## config.mk

```make
export PLATFORM = sky130hd
export DESIGN_NAME = exec_core_top
export DESIGN_NICKNAME = d
export VERILOG_FILES = /design/src/design/arch_defs_pkg.sv /design/src/design/alu.sv /design/src/design/status_logic_unit.sv /design/src/design/register_file.sv /design/src/design/microstep_counter.sv /design/src/design/control_unit.sv /design/src/design/exec_core_top.sv
export SDC_FILE = /design/constraint.sdc
export NUM_CORES = 1
export LEC_CHECK = 0
export ABC_CLOCK_PERIOD_IN_PS = 11450
export BUFFER_PORTS_ARGS = -buffer_cell sky130_fd_sc_hd__buf_2
export CORE_MARGIN = 1.5
export CORE_UTILIZATION = 50
export DETAILED_ROUTE_END_ITERATION = 8
export GPL_ROUTABILITY_DRIVEN = 1
export PLACE_DENSITY = 0.71
export SYNTH_ARGS = -nofsm -noshare
export SYNTH_HDL_FRONTEND = slang
export SYNTH_HIERARCHICAL = 1
export SYNTH_SLANG_ARGS = --single-unit
export TNS_END_PERCENT = 100
```

## constraint.sdc

```tcl
create_clock -name clk -period 11.45 [get_ports clk]
set_input_delay 0.5725 -clock clk [delete_from_list [all_inputs] [get_ports clk]]
set_output_delay 0.5725 -clock clk [all_outputs]
set_load 0.03 [all_outputs]
```

## src/design/arch_defs_pkg.sv

```systemverilog
package arch_defs_pkg;

    // Datapath and bus widths
    localparam int DATA_WIDTH     = 8;
    localparam int APB_DATA_WIDTH = 32;

    typedef logic [DATA_WIDTH-1:0]     data_t;
    typedef logic [APB_DATA_WIDTH-1:0] apb_data_t;
    typedef logic [4:0]                apb_addr_t;
    typedef logic [1:0]                microstep_t;
    typedef logic [3:0]                alu_op_t;

    // Instruction opcodes; 4'hF has no member and decodes as illegal
    typedef enum logic [3:0] {
        LDI_A  = 4'h0,
        LDI_B  = 4'h1,
        LDI_C  = 4'h2,
        MOV_AB = 4'h3,
        MOV_AC = 4'h4,
        ADD    = 4'h5,
        SUB    = 4'h6,
        AND_OP = 4'h7,
        OR_OP  = 4'h8,
        XOR_OP = 4'h9,
        INR    = 4'hA,
        DCR    = 4'hB,
        SEC    = 4'hC,
        CLC    = 4'hD,
        NOP    = 4'hE
    } opcode_t;

    // ALU operations, PASS is zero so an idle control word selects it
    localparam alu_op_t ALU_PASS = 4'h0;
    localparam alu_op_t ALU_ADD  = 4'h1;
    localparam alu_op_t ALU_SUB  = 4'h2;
    localparam alu_op_t ALU_AND  = 4'h3;
    localparam alu_op_t ALU_OR   = 4'h4;
    localparam alu_op_t ALU_XOR  = 4'h5;
    localparam alu_op_t ALU_INR  = 4'h6;
    localparam alu_op_t ALU_DCR  = 4'h7;

    // Status bit positions, all other bits stay zero
    localparam int    STATUS_CPU_ZERO  = 0;
    localparam int    STATUS_CPU_CARRY = 1;
    localparam int    STATUS_CPU_NEG   = 2;
    localparam data_t STATUS_MASK      = 8'h07;

    // APB word offsets
    localparam apb_addr_t ADDR_REG_A   = 5'h00;
    localparam apb_addr_t ADDR_REG_B   = 5'h04;
    localparam apb_addr_t ADDR_REG_C   = 5'h08;
    localparam apb_addr_t ADDR_STATUS  = 5'h0C;
    localparam apb_addr_t ADDR_INSTR   = 5'h10;
    localparam apb_addr_t ADDR_VERSION = 5'h14;
    localparam data_t     CORE_VERSION = 8'h01;

    // Internal bus source
    localparam logic BUS_SEL_B = 1'b0;
    localparam logic BUS_SEL_C = 1'b1;

    // Instruction word, lives in PWDATA[11:0]
    typedef struct packed {
        opcode_t opcode;
        data_t   imm;
    } instr_t;

    typedef struct packed {
        logic      psel;
        logic      penable;
        logic      pwrite;
        apb_addr_t paddr;
        apb_data_t pwdata;
    } apb_req_t;

    // Per-microstep control
    typedef struct packed {
        alu_op_t alu_op;
        opcode_t opcode;
        logic    load_temp;
        logic    load_a;
        logic    load_b;
        logic    load_c;
        logic    load_status;
        logic    load_sets_zn;
        logic    set_carry;
        logic    clear_carry;
        logic    bus_sel;
    } ctrl_word_t;

    typedef struct packed {
        logic      en;
        apb_addr_t addr;
        data_t     data;
    } host_wr_t;

endpackage

```

## src/design/alu.sv

```systemverilog
`timescale 1ns/1ps

module alu (
    input  arch_defs_pkg::alu_op_t alu_op,
    input  arch_defs_pkg::data_t   a,
    input  arch_defs_pkg::data_t   b,
    output arch_defs_pkg::data_t   result,
    output logic                   zero,
    output logic                   carry,
    output logic                   negative
);

    import arch_defs_pkg::*;

    localparam logic [DATA_WIDTH:0] ONE = 1;

    // One spare bit on top holds carry out or borrow
    logic [DATA_WIDTH:0] wide;

    always_comb begin
        wide  = {1'b0, a};
        carry = 1'b0;
        case (alu_op)
            ALU_ADD: begin
                wide  = {1'b0, a} + {1'b0, b};
                carry = wide[DATA_WIDTH];
            end
            ALU_SUB: begin
                wide  = {1'b0, a} - {1'b0, b};
                // No borrow means a >= b
                carry = ~wide[DATA_WIDTH];
            end
            ALU_AND: wide = {1'b0, a & b};
            ALU_OR:  wide = {1'b0, a | b};
            ALU_XOR: wide = {1'b0, a ^ b};
            // Increment and decrement wrap, carry is held by the status logic
            ALU_INR: wide = {1'b0, a} + ONE;
            ALU_DCR: wide = {1'b0, a} - ONE;
            default: wide = {1'b0, a};
        endcase
    end

    assign result   = wide[DATA_WIDTH-1:0];
    // Flags straight off the result
    assign zero     = (result == '0);
    assign negative = result[DATA_WIDTH-1];

endmodule

```

## src/design/status_logic_unit.sv

```systemverilog
`timescale 1ns/1ps

module status_logic_unit (
    // Raw ALU flags
    input  logic                   alu_zero,
    input  logic                   alu_carry,
    input  logic                   alu_negative,
    // Load or transfer sets Z and N
    input  logic                   load_sets_zn,
    input  arch_defs_pkg::opcode_t opcode,
    // Immediate source and transfer source
    input  arch_defs_pkg::data_t   temp_1_out,
    input  arch_defs_pkg::data_t   internal_bus,
    input  arch_defs_pkg::alu_op_t alu_op,
    // Held flags come from here
    input  arch_defs_pkg::data_t   current_status,
    // SEC and CLC
    input  logic                   set_carry_flag,
    input  logic                   clear_carry_flag,
    output logic                   zero_flag,
    output logic                   negative_flag,
    output logic                   carry_flag
);

    import arch_defs_pkg::*;

    logic loaded_is_zero;
    logic loaded_is_neg;

    // Z and N of the value a load or transfer writes
    always_comb begin
        loaded_is_zero = 1'b0;
        loaded_is_neg  = 1'b0;
        if (load_sets_zn) begin
            case (opcode)
                LDI_A, LDI_B, LDI_C: begin
                    loaded_is_zero = (temp_1_out == '0);
                    loaded_is_neg  = temp_1_out[DATA_WIDTH-1];
                end
                MOV_AB, MOV_AC: begin
                    loaded_is_zero = (internal_bus == '0);
                    loaded_is_neg  = internal_bus[DATA_WIDTH-1];
                end
                default: begin
                    loaded_is_zero = 1'b0;
                    loaded_is_neg  = 1'b0;
                end
            endcase
        end
    end

    always_comb begin
        // Start from the held flags
        zero_flag     = current_status[STATUS_CPU_ZERO];
        negative_flag = current_status[STATUS_CPU_NEG];
        carry_flag    = current_status[STATUS_CPU_CARRY];

        if (load_sets_zn) begin
            // Loads and transfers keep carry
            zero_flag     = loaded_is_zero;
            negative_flag = loaded_is_neg;
        end else if (!set_carry_flag && !clear_carry_flag) begin
            case (alu_op)
                // INR and DCR keep carry
                ALU_INR, ALU_DCR: begin
                    zero_flag     = alu_zero;
                    negative_flag = alu_negative;
                end
                default: begin
                    zero_flag     = alu_zero;
                    negative_flag = alu_negative;
                    carry_flag    = alu_carry;
                end
            endcase
        end

        // Explicit carry control wins
        if (set_carry_flag) begin
            carry_flag = 1'b1;
        end else if (clear_carry_flag) begin
            carry_flag = 1'b0;
        end
    end

endmodule

```

## src/design/register_file.sv

```systemverilog
`timescale 1ns/1ps

module register_file (
    input  logic                      clk,
    input  logic                      reset,
    input  arch_defs_pkg::ctrl_word_t ctrl,
    input  arch_defs_pkg::host_wr_t   host_wr,
    input  arch_defs_pkg::data_t      alu_result,
    input  arch_defs_pkg::data_t      imm,
    input  logic                      zero_flag,
    input  logic                      negative_flag,
    input  logic                      carry_flag,
    output arch_defs_pkg::data_t      a_q,
    output arch_defs_pkg::data_t      b_q,
    output arch_defs_pkg::data_t      c_q,
    output arch_defs_pkg::data_t      status_q,
    output arch_defs_pkg::data_t      temp_q,
    output arch_defs_pkg::data_t      internal_bus
);

    import arch_defs_pkg::*;

    data_t temp_data;
    data_t dest_data;
    data_t next_status;

    assign internal_bus = (ctrl.bus_sel == BUS_SEL_C) ? c_q : b_q;

    // Temp source and destination mux
    always_comb begin
        case (ctrl.opcode)
            LDI_A, LDI_B, LDI_C: begin
                temp_data = imm;
                dest_data = imm;
            end
            MOV_AB, MOV_AC: begin
                temp_data = internal_bus;
                dest_data = internal_bus;
            end
            default: begin
                // ALU ops stage B as the second operand
                temp_data = internal_bus;
                dest_data = alu_result;
            end
        endcase
    end

    // Pack flags at their bit positions
    always_comb begin
        next_status                   = '0;
        next_status[STATUS_CPU_ZERO]  = zero_flag;
        next_status[STATUS_CPU_CARRY] = carry_flag;
        next_status[STATUS_CPU_NEG]   = negative_flag;
    end

    always_ff @(posedge clk) begin
        if (reset) begin
            a_q      <= '0;
            b_q      <= '0;
            c_q      <= '0;
            status_q <= '0;
            temp_q   <= '0;
        end else if (host_wr.en) begin
            // Host port, never active while an instruction runs
            case (host_wr.addr)
                ADDR_REG_A:  a_q <= host_wr.data;
                ADDR_REG_B:  b_q <= host_wr.data;
                ADDR_REG_C:  c_q <= host_wr.data;
                ADDR_STATUS: status_q <= host_wr.data & STATUS_MASK;
                default: ;
            endcase
        end else begin
            if (ctrl.load_temp) temp_q <= temp_data;
            if (ctrl.load_a) a_q <= dest_data;
            if (ctrl.load_b) b_q <= dest_data;
            if (ctrl.load_c) c_q <= dest_data;
            if (ctrl.load_status) status_q <= next_status;
        end
    end

endmodule

```

## src/design/microstep_counter.sv

```systemverilog
`timescale 1ns/1ps

module microstep_counter (
    input  logic                      clk,
    input  logic                      reset,
    input  logic                      clear,
    input  logic                      advance,
    input  arch_defs_pkg::microstep_t last_index,
    output arch_defs_pkg::microstep_t step,
    output logic                      last_step
);

    // Clear has priority, the controller holds it between instructions
    always_ff @(posedge clk) begin
        if (reset) begin
            step <= '0;
        end else if (clear) begin
            step <= '0;
        end else if (advance) begin
            step <= step + 1'b1;
        end
    end

    // Final step of the running instruction
    assign last_step = (step == last_index);

endmodule

```

## src/design/control_unit.sv

```systemverilog
`timescale 1ns/1ps

module control_unit (
    input  logic                      clk,
    input  logic                      reset,
    input  arch_defs_pkg::apb_req_t   apb_req,
    input  arch_defs_pkg::microstep_t step,
    input  logic                      last_step,
    input  arch_defs_pkg::data_t      a_q,
    input  arch_defs_pkg::data_t      b_q,
    input  arch_defs_pkg::data_t      c_q,
    input  arch_defs_pkg::data_t      status_q,
    output arch_defs_pkg::apb_data_t  prdata,
    output logic                      pready,
    output logic                      pslverr,
    output arch_defs_pkg::ctrl_word_t ctrl,
    output arch_defs_pkg::host_wr_t   host_wr,
    output logic                      step_clear,
    output logic                      step_advance,
    output arch_defs_pkg::microstep_t last_index
);

    import arch_defs_pkg::*;

    typedef enum logic [1:0] {IDLE, ACCESS, EXEC, DONE} state_t;

    state_t  state;
    state_t  state_next;
    instr_t  instr;
    opcode_t opcode_q;
    opcode_t cur_op;
    data_t   rd_byte;
    logic    access;
    logic    reg_addr;
    logic    op_legal;
    logic    instr_ok;
    logic    exec_active;
    logic    rd_ok;

    assign instr    = instr_t'(apb_req.pwdata[$bits(instr_t)-1:0]);
    // First access cycle of a transfer
    assign access   = (state == ACCESS) && apb_req.psel && apb_req.penable;
    assign reg_addr = apb_req.paddr inside {ADDR_REG_A, ADDR_REG_B, ADDR_REG_C, ADDR_STATUS};

    always_comb begin
        case (instr.opcode)
            LDI_A, LDI_B, LDI_C, MOV_AB, MOV_AC: op_legal = 1'b1;
            ADD, SUB, AND_OP, OR_OP, XOR_OP, INR, DCR: op_legal = 1'b1;
            SEC, CLC, NOP: op_legal = 1'b1;
            default: op_legal = 1'b0;
        endcase
    end

    assign instr_ok    = access && apb_req.pwrite && (apb_req.paddr == ADDR_INSTR) && op_legal;
    assign rd_ok       = !apb_req.pwrite && (reg_addr || apb_req.paddr == ADDR_VERSION);
    assign exec_active = instr_ok || (state == EXEC);
    // Step 0 decodes straight off PWDATA, later steps use the latched copy
    assign cur_op      = (state == EXEC) ? opcode_q : instr.opcode;

    // Wait states only while an instruction is short of its last step
    assign pready  = (access && !instr_ok) || (exec_active && last_step);
    assign pslverr = access && !(instr_ok || rd_ok || (apb_req.pwrite && reg_addr));

    // Step count per instruction class
    always_comb begin
        case (cur_op)
            LDI_A, LDI_B, LDI_C, MOV_AB, MOV_AC: last_index = 2'd1;
            ADD, SUB, AND_OP, OR_OP, XOR_OP, INR, DCR: last_index = 2'd2;
            default: last_index = 2'd0;
        endcase
    end

    assign step_advance = exec_active && !last_step;
    assign step_clear   = !step_advance;

    always_comb begin
        state_next = state;
        case (state)
            IDLE, DONE: state_next = (apb_req.psel && !apb_req.penable) ? ACCESS : IDLE;
            ACCESS:     state_next = (instr_ok && !last_step) ? EXEC : DONE;
            EXEC:       state_next = last_step ? DONE : EXEC;
            default:    state_next = IDLE;
        endcase
    end

    always_ff @(posedge clk) begin
        if (reset) begin
            state    <= IDLE;
            opcode_q <= NOP;
        end else begin
            state <= state_next;
            if (instr_ok) opcode_q <= instr.opcode;
        end
    end

    // Control word, zero outside execution
    always_comb begin
        ctrl = '0;
        if (exec_active) begin
            ctrl.opcode = cur_op;
            case (cur_op)
                LDI_A, LDI_B, LDI_C: begin
                    ctrl.load_temp    = (step == 2'd0);
                    ctrl.load_a       = (step == 2'd1) && (cur_op == LDI_A);
                    ctrl.load_b       = (step == 2'd1) && (cur_op == LDI_B);
                    ctrl.load_c       = (step == 2'd1) && (cur_op == LDI_C);
                    ctrl.load_status  = (step == 2'd1);
                    ctrl.load_sets_zn = (step == 2'd1);
                end
                MOV_AB, MOV_AC: begin
                    ctrl.bus_sel      = (cur_op == MOV_AC) ? BUS_SEL_C : BUS_SEL_B;
                    ctrl.load_a       = (step == 2'd1);
                    ctrl.load_status  = (step == 2'd1);
                    ctrl.load_sets_zn = (step == 2'd1);
                end
                ADD, SUB, AND_OP, OR_OP, XOR_OP, INR, DCR: begin
                    case (cur_op)
                        ADD:     ctrl.alu_op = ALU_ADD;
                        SUB:     ctrl.alu_op = ALU_SUB;
                        AND_OP:  ctrl.alu_op = ALU_AND;
                        OR_OP:   ctrl.alu_op = ALU_OR;
                        XOR_OP:  ctrl.alu_op = ALU_XOR;
                        INR:     ctrl.alu_op = ALU_INR;
                        default: ctrl.alu_op = ALU_DCR;
                    endcase
                    // Temp takes B, result lands in A on step 2
                    ctrl.bus_sel     = BUS_SEL_B;
                    ctrl.load_temp   = (step == 2'd0);
                    ctrl.load_a      = (step == 2'd2);
                    ctrl.load_status = (step == 2'd2);
                end
                SEC: begin
                    ctrl.load_status = 1'b1;
                    ctrl.set_carry   = 1'b1;
                end
                CLC: begin
                    ctrl.load_status = 1'b1;
                    ctrl.clear_carry = 1'b1;
                end
                default: ;
            endcase
        end
    end

    // Host register writes commit with PREADY
    assign host_wr.en   = access && apb_req.pwrite && reg_addr;
    assign host_wr.addr = apb_req.paddr;
    assign host_wr.data = apb_req.pwdata[DATA_WIDTH-1:0];

    always_comb begin
        case (apb_req.paddr)
            ADDR_REG_A:   rd_byte = a_q;
            ADDR_REG_B:   rd_byte = b_q;
            ADDR_REG_C:   rd_byte = c_q;
            ADDR_STATUS:  rd_byte = status_q;
            ADDR_VERSION: rd_byte = CORE_VERSION;
            default:      rd_byte = '0;
        endcase
    end

    assign prdata = (access && rd_ok) ? {{(APB_DATA_WIDTH-DATA_WIDTH){1'b0}}, rd_byte} : '0;

endmodule

```

## src/design/exec_core_top.sv

```systemverilog
`timescale 1ns/1ps

module exec_core_top (
    input  logic                     clk,
    input  logic                     reset,
    input  logic                     psel,
    input  logic                     penable,
    input  logic                     pwrite,
    input  arch_defs_pkg::apb_addr_t paddr,
    input  arch_defs_pkg::apb_data_t pwdata,
    output arch_defs_pkg::apb_data_t prdata,
    output logic                     pready,
    output logic                     pslverr
);

    import arch_defs_pkg::*;

    apb_req_t   apb_req;
    instr_t     instr;
    ctrl_word_t ctrl;
    host_wr_t   host_wr;
    microstep_t step;
    microstep_t last_index;
    logic       last_step;
    logic       step_clear;
    logic       step_advance;
    data_t      a_q;
    data_t      b_q;
    data_t      c_q;
    data_t      status_q;
    data_t      temp_q;
    data_t      internal_bus;
    data_t      alu_result;
    logic       alu_zero;
    logic       alu_carry;
    logic       alu_negative;
    logic       zero_flag;
    logic       negative_flag;
    logic       carry_flag;

    assign apb_req.psel    = psel;
    assign apb_req.penable = penable;
    assign apb_req.pwrite  = pwrite;
    assign apb_req.paddr   = paddr;
    assign apb_req.pwdata  = pwdata;
    // Immediate stays on PWDATA for the whole transfer
    assign instr = instr_t'(pwdata[$bits(instr_t)-1:0]);

    control_unit u_control_unit (
        .clk(clk), .reset(reset), .apb_req(apb_req), .step(step), .last_step(last_step),
        .a_q(a_q), .b_q(b_q), .c_q(c_q), .status_q(status_q),
        .prdata(prdata), .pready(pready), .pslverr(pslverr), .ctrl(ctrl),
        .host_wr(host_wr), .step_clear(step_clear), .step_advance(step_advance),
        .last_index(last_index)
    );

    microstep_counter u_microstep_counter (
        .clk(clk), .reset(reset), .clear(step_clear), .advance(step_advance),
        .last_index(last_index), .step(step), .last_step(last_step)
    );

    register_file u_register_file (
        .clk(clk), .reset(reset), .ctrl(ctrl), .host_wr(host_wr),
        .alu_result(alu_result), .imm(instr.imm),
        .zero_flag(zero_flag), .negative_flag(negative_flag), .carry_flag(carry_flag),
        .a_q(a_q), .b_q(b_q), .c_q(c_q), .status_q(status_q), .temp_q(temp_q),
        .internal_bus(internal_bus)
    );

    // Operand B always comes through temp
    alu u_alu (
        .alu_op(ctrl.alu_op), .a(a_q), .b(temp_q), .result(alu_result),
        .zero(alu_zero), .carry(alu_carry), .negative(alu_negative)
    );

    status_logic_unit u_status_logic_unit (
        .alu_zero(alu_zero), .alu_carry(alu_carry), .alu_negative(alu_negative),
        .load_sets_zn(ctrl.load_sets_zn), .opcode(ctrl.opcode),
        .temp_1_out(temp_q), .internal_bus(internal_bus), .alu_op(ctrl.alu_op),
        .current_status(status_q), .set_carry_flag(ctrl.set_carry),
        .clear_carry_flag(ctrl.clear_carry),
        .zero_flag(zero_flag), .negative_flag(negative_flag), .carry_flag(carry_flag)
    );

endmodule

```

==> results by group <==
Outcome
  – Outcome: complete, no violations

Timing
  – Least-Margin Pin Slew: 1290 ps
  – Final Slew Violations: 0
  – Final clock skew: ~7.0 ps
  – Final number of hold-violating endpoints: 0
  – Accumulated negative setup slack: 0 ps
  – Slew Limit Headroom: between 10% and 20%
  – Endpoints failing setup: 0
  – Post-route worst hold slack: ~500 ps
  – Timing-limited maximum frequency: between 150 and 200 MHz
  – Final worst-path cycle share: a little under half
  – Final critical delay including setup and external delays: 5440 ps
  – Setup repair after global routing missed its margin: false

Setup path
  – Number of cell instances on the worst register-to-register path: 22
  – Sort of element at the start of the critical path: input port
  – Worst setup slack for register-to-register paths: ~6000 ps
  – CP peak stage delay: 780 ps
  – Crit Path Max Fanout: 19
  – Most Frequent Cell on Critical Path: mux2i_1
  – Kind of end point of the critical path: flip-flop
  – Standard cell with the maximum stage delay on the critical path: nor4b_4
  – Worst setup path class: in -> reg
  – Buf+Inv Stages, Crit Path: 2
  – Worst path required time: 11690 ps
  – Count of cell instances traversed by the critical path: 21
  – List of cells traversed by the critical path: buf_2, nand2b_1, nor4b_4, nor2_1, a211oi_2, buf_4, nand4b_1, xnor2_1, ha_1, or4_1, mux2i_1, a21oi_1, nor3_1, a21oi_1, nor4b_2, nor3b_2, mux2i_1, o22a_1, o41ai_2, mux2i_1, a211oi_1
  – Family of cells with the greatest summed delay on the critical path: simple AND/OR/NAND/NOR gates
  – Data arrival time of the critical path: roughly 5700 ps

Finish
  – Proportion of layout cells with a drive suffix above 1: between 10% and 20%
  – Antenna diodes: 0
  – Fill cells: 952
  – Area growth from synthesis to final layout: 2.13%
  – Final Net Count: between 700 and 800

Route
  – Remaining DRCs: 0
  – Remaining antenna violation count after routing: 0
  – Detailed Route WL: approximately 14000 um
  – 1st-iter DRT viols: about 320
  – Total iterations of the first detailed-routing run: 8
  – Via count: 4853
  – Routed length per placed instance: 17.6 um
  – Post-detailed-route via-to-cell ratio: between 6 and 7

Floorplanning
  – FP Rows: 36
  – Die X-Extent: approximately 100 um
  – Height of the chip: between 100 and 150 um
  – Starting density of the core: between 50% and 60%
  – Count of pins on the block boundary: 76
  – Full die area: 10700 um^2
  – CORE AREA: 9770 um^2

Logic synthesis
  – Number of synthesized flops with an enable pin: 0
  – Number of cells produced by synthesis: about 640
  – Sequential area share after synthesis: between 10% and 20%
  – Post-synth top area cell: dfxtp_1
  – Fraction of registers with async set or reset after synthesis: 0%
  – Most used flip-flop cell after synthesis: dfxtp_1
  – Cell with the most instances after synthesis: nor2_1
  – Number of synthesized register bits: 43
  – Avg Cell Area, Syn: roughly 8 um^2
  – Commonest cells in the netlist: 61 x nor2_1, 45 x buf_4, 44 x a21oi_1
  – Summed instance area of the synthesized netlist: slightly above 5000 um^2
  – Syn. warnings: 6
  – Synth unique cells: 88
  – Yosys top cell area share: 17.1%
  – Biggest area contributors in the synthesized netlist: dfxtp_1 17%, ha_1 7.2%, buf_4 6.7%, a32o_1 4.8%, nor2_1 4.5%

CTS
  – TritonCTS buffer count: 5
  – Maximum level of the CTS H-tree: 2
  – Clock tree root driver cell: clkbuf_8
  – Clk Latency, worst-skew pair: 320 ps
  – Resized Gates After CTS: 0
  – Bufs on Longest Clock Path: 2
  – Count of clock tree sinks: 43
  – Number of buffers added to fix hold violations after cts: 0
  – Clock tree from TritonCTS: yes
  – Buffers inserted during post-CTS setup optimization: 0
  – Clock input transition at the sequential cells of the worst setup and hold paths: ~100 ps

Pwr
  – Leakage power: ~0.0020 uW
  – Max rail drop VDD: 0.0977 mV
  – Power density of the placed cells: around 70 nW/um^2
  – Final total power: ~360 uW

GRT
  – Maximum number of pins on one net before global-route repair: 29
  – Congestion Overflow GR: 0
  – Via count of the first global-routing pass: 4395
  – Global-route usage over all layers: 25.5%
  – Wire length of the first global-routing pass: around 22000 um
  – Antenna violations before repair: 0

Placed design
  – Count of input and output buffers: 31
  – RePlAce Congestion: 0.912
  – Half-perimeter wire length of the detailed placement result: 10300 um

Min path
  – Number of cells traversed by the worst hold path: 1
  – Type of the worst min-delay path: reg -> reg

Run
  – Reported max-cap violation count: 0
-- per-layer routing --
metal,vias to the layer above,part of all wire (%),GRT usage (%)
li1,2317,-,-
met1,2272,43,33.5
met2,237,48,42.7
met3,27,6.6,3.56
met4,0,2.1,9.04
met5,-,0,0
-- flip-flops by register name, summed over array words and instances (netlist names) --
name                      flops
u_control_unit/opcode_q       4
u_control_unit/state          2
u_microstep_counter/step      2
u_register_file/status_q      3
u_register_file/a_q           8
u_register_file/temp_q        8
u_register_file/b_q           8
u_register_file/c_q           8
-- cell families (layout without fill, tap and decap cells) --
| family | after synthesis | count (layout) | share of synthesized area, % |
|---|---|---|---|
| other cells | 2 | 30 | 0.149 |
| xor+xnor | 6 | 6 | 1.04 |
| buf+inv | 108 | 79 | 11.7 |
| fa+ha+maj | 31 | 31 | 7.99 |
| flops | 43 | 43 | 17.1 |
| simple gates | 221 | 221 | 24.7 |
| compound gates | 199 | 199 | 29.0 |
| mux | 32 | 32 | 8.38 |
-- path summary, 6_finish.rpt --
kind                            from                     endpoint
max                         paddr[2]  u_register_file/status_q[0]
min           u_register_file/b_q[2]       u_register_file/b_q[2]
max reg2reg  u_control_unit/state[1]  u_register_file/status_q[0]
min reg2reg   u_register_file/b_q[2]       u_register_file/b_q[2]
-- cell usage in the layout, fill, tap and decap left out, types with 4 or more instances in the layout --
| master | count |
|---|---|
| a211o_1 | 4 |
| a211oi_1 | 9 |
| a21o_1 | 8 |
| a21oi_1 | 43 |
| a2bb2oi_1 | 5 |
| a31oi_1 | 7 |
| a32o_1 | 24 |
| and3_1 | 4 |
| buf_2 | 31 |
| buf_4 | 4 |
| clkbuf_8 | 5 |
| conb_1 | 30 |
| dfxtp_1 | 43 |
| ha_1 | 29 |
| inv_1 | 35 |
| mux2_2 | 12 |
| mux2i_1 | 13 |
| mux4_2 | 7 |
| nand2_1 | 33 |
| nand2b_1 | 14 |
| nand3_1 | 15 |
| nand3b_1 | 4 |
| nor2_1 | 61 |
| nor2b_1 | 18 |
| nor3_1 | 18 |
| nor3b_1 | 5 |
| nor4_1 | 5 |
| o211ai_1 | 4 |
| o21ai_0 | 26 |
| o21ai_1 | 11 |
| o21bai_1 | 5 |
| o31ai_1 | 7 |
| or3_1 | 10 |
| xnor2_1 | 4 |
-- area by class of cell --
| cell class | count | area [um^2] | share of cell area, % |
|---|---|---|---|
| Timing Repair Buffer | 35 | 185 | 3.59 |
| Inverter | 36 | 135 | 2.62 |
| Clock buffer | 5 | 68.8 | 1.34 |
| Sequential cell | 43 | 861 | 16.7 |
| Tap cell | 133 | 166 | 3.23 |
| Clock inverter | 3 | 26.3 | 0.510 |
| Multi-Input combinational cell | 519 | 3710 | 72.0 |
-- metrics by stage --
| stage | setup WS (ps) | utilization (%) | instances | instance area (um^2) |
|---|---|---|---|---|
| floorplan | 6990 | - | 670 | 5150 |
| global placement | 5890 | 51.7 | 766 | 5060 |
| detailed placement | 5770 | 51.7 | 766 | 5060 |
| CTS | 6100 | 52.7 | 774 | 5150 |
| global route | 5730 | 52.7 | 774 | 5150 |
| finish | 6010 | 52.7 | 774 | 5150 |
-- report_power, final --
| part | leakage (uW) | switching (uW) | total [uW] | internal (uW) |
|---|---|---|---|---|
| clock | 0.0000491 | 64.7 | 110 | 45.0 |
| sequential | 0.000347 | 2.33 | 154 | 152 |
| combinational | 0.00160 | 62.7 | 94.3 | 31.5 |
| total | 0.00199 | 130 | 358 | 228 |
(Power assumes the default switching activity.)
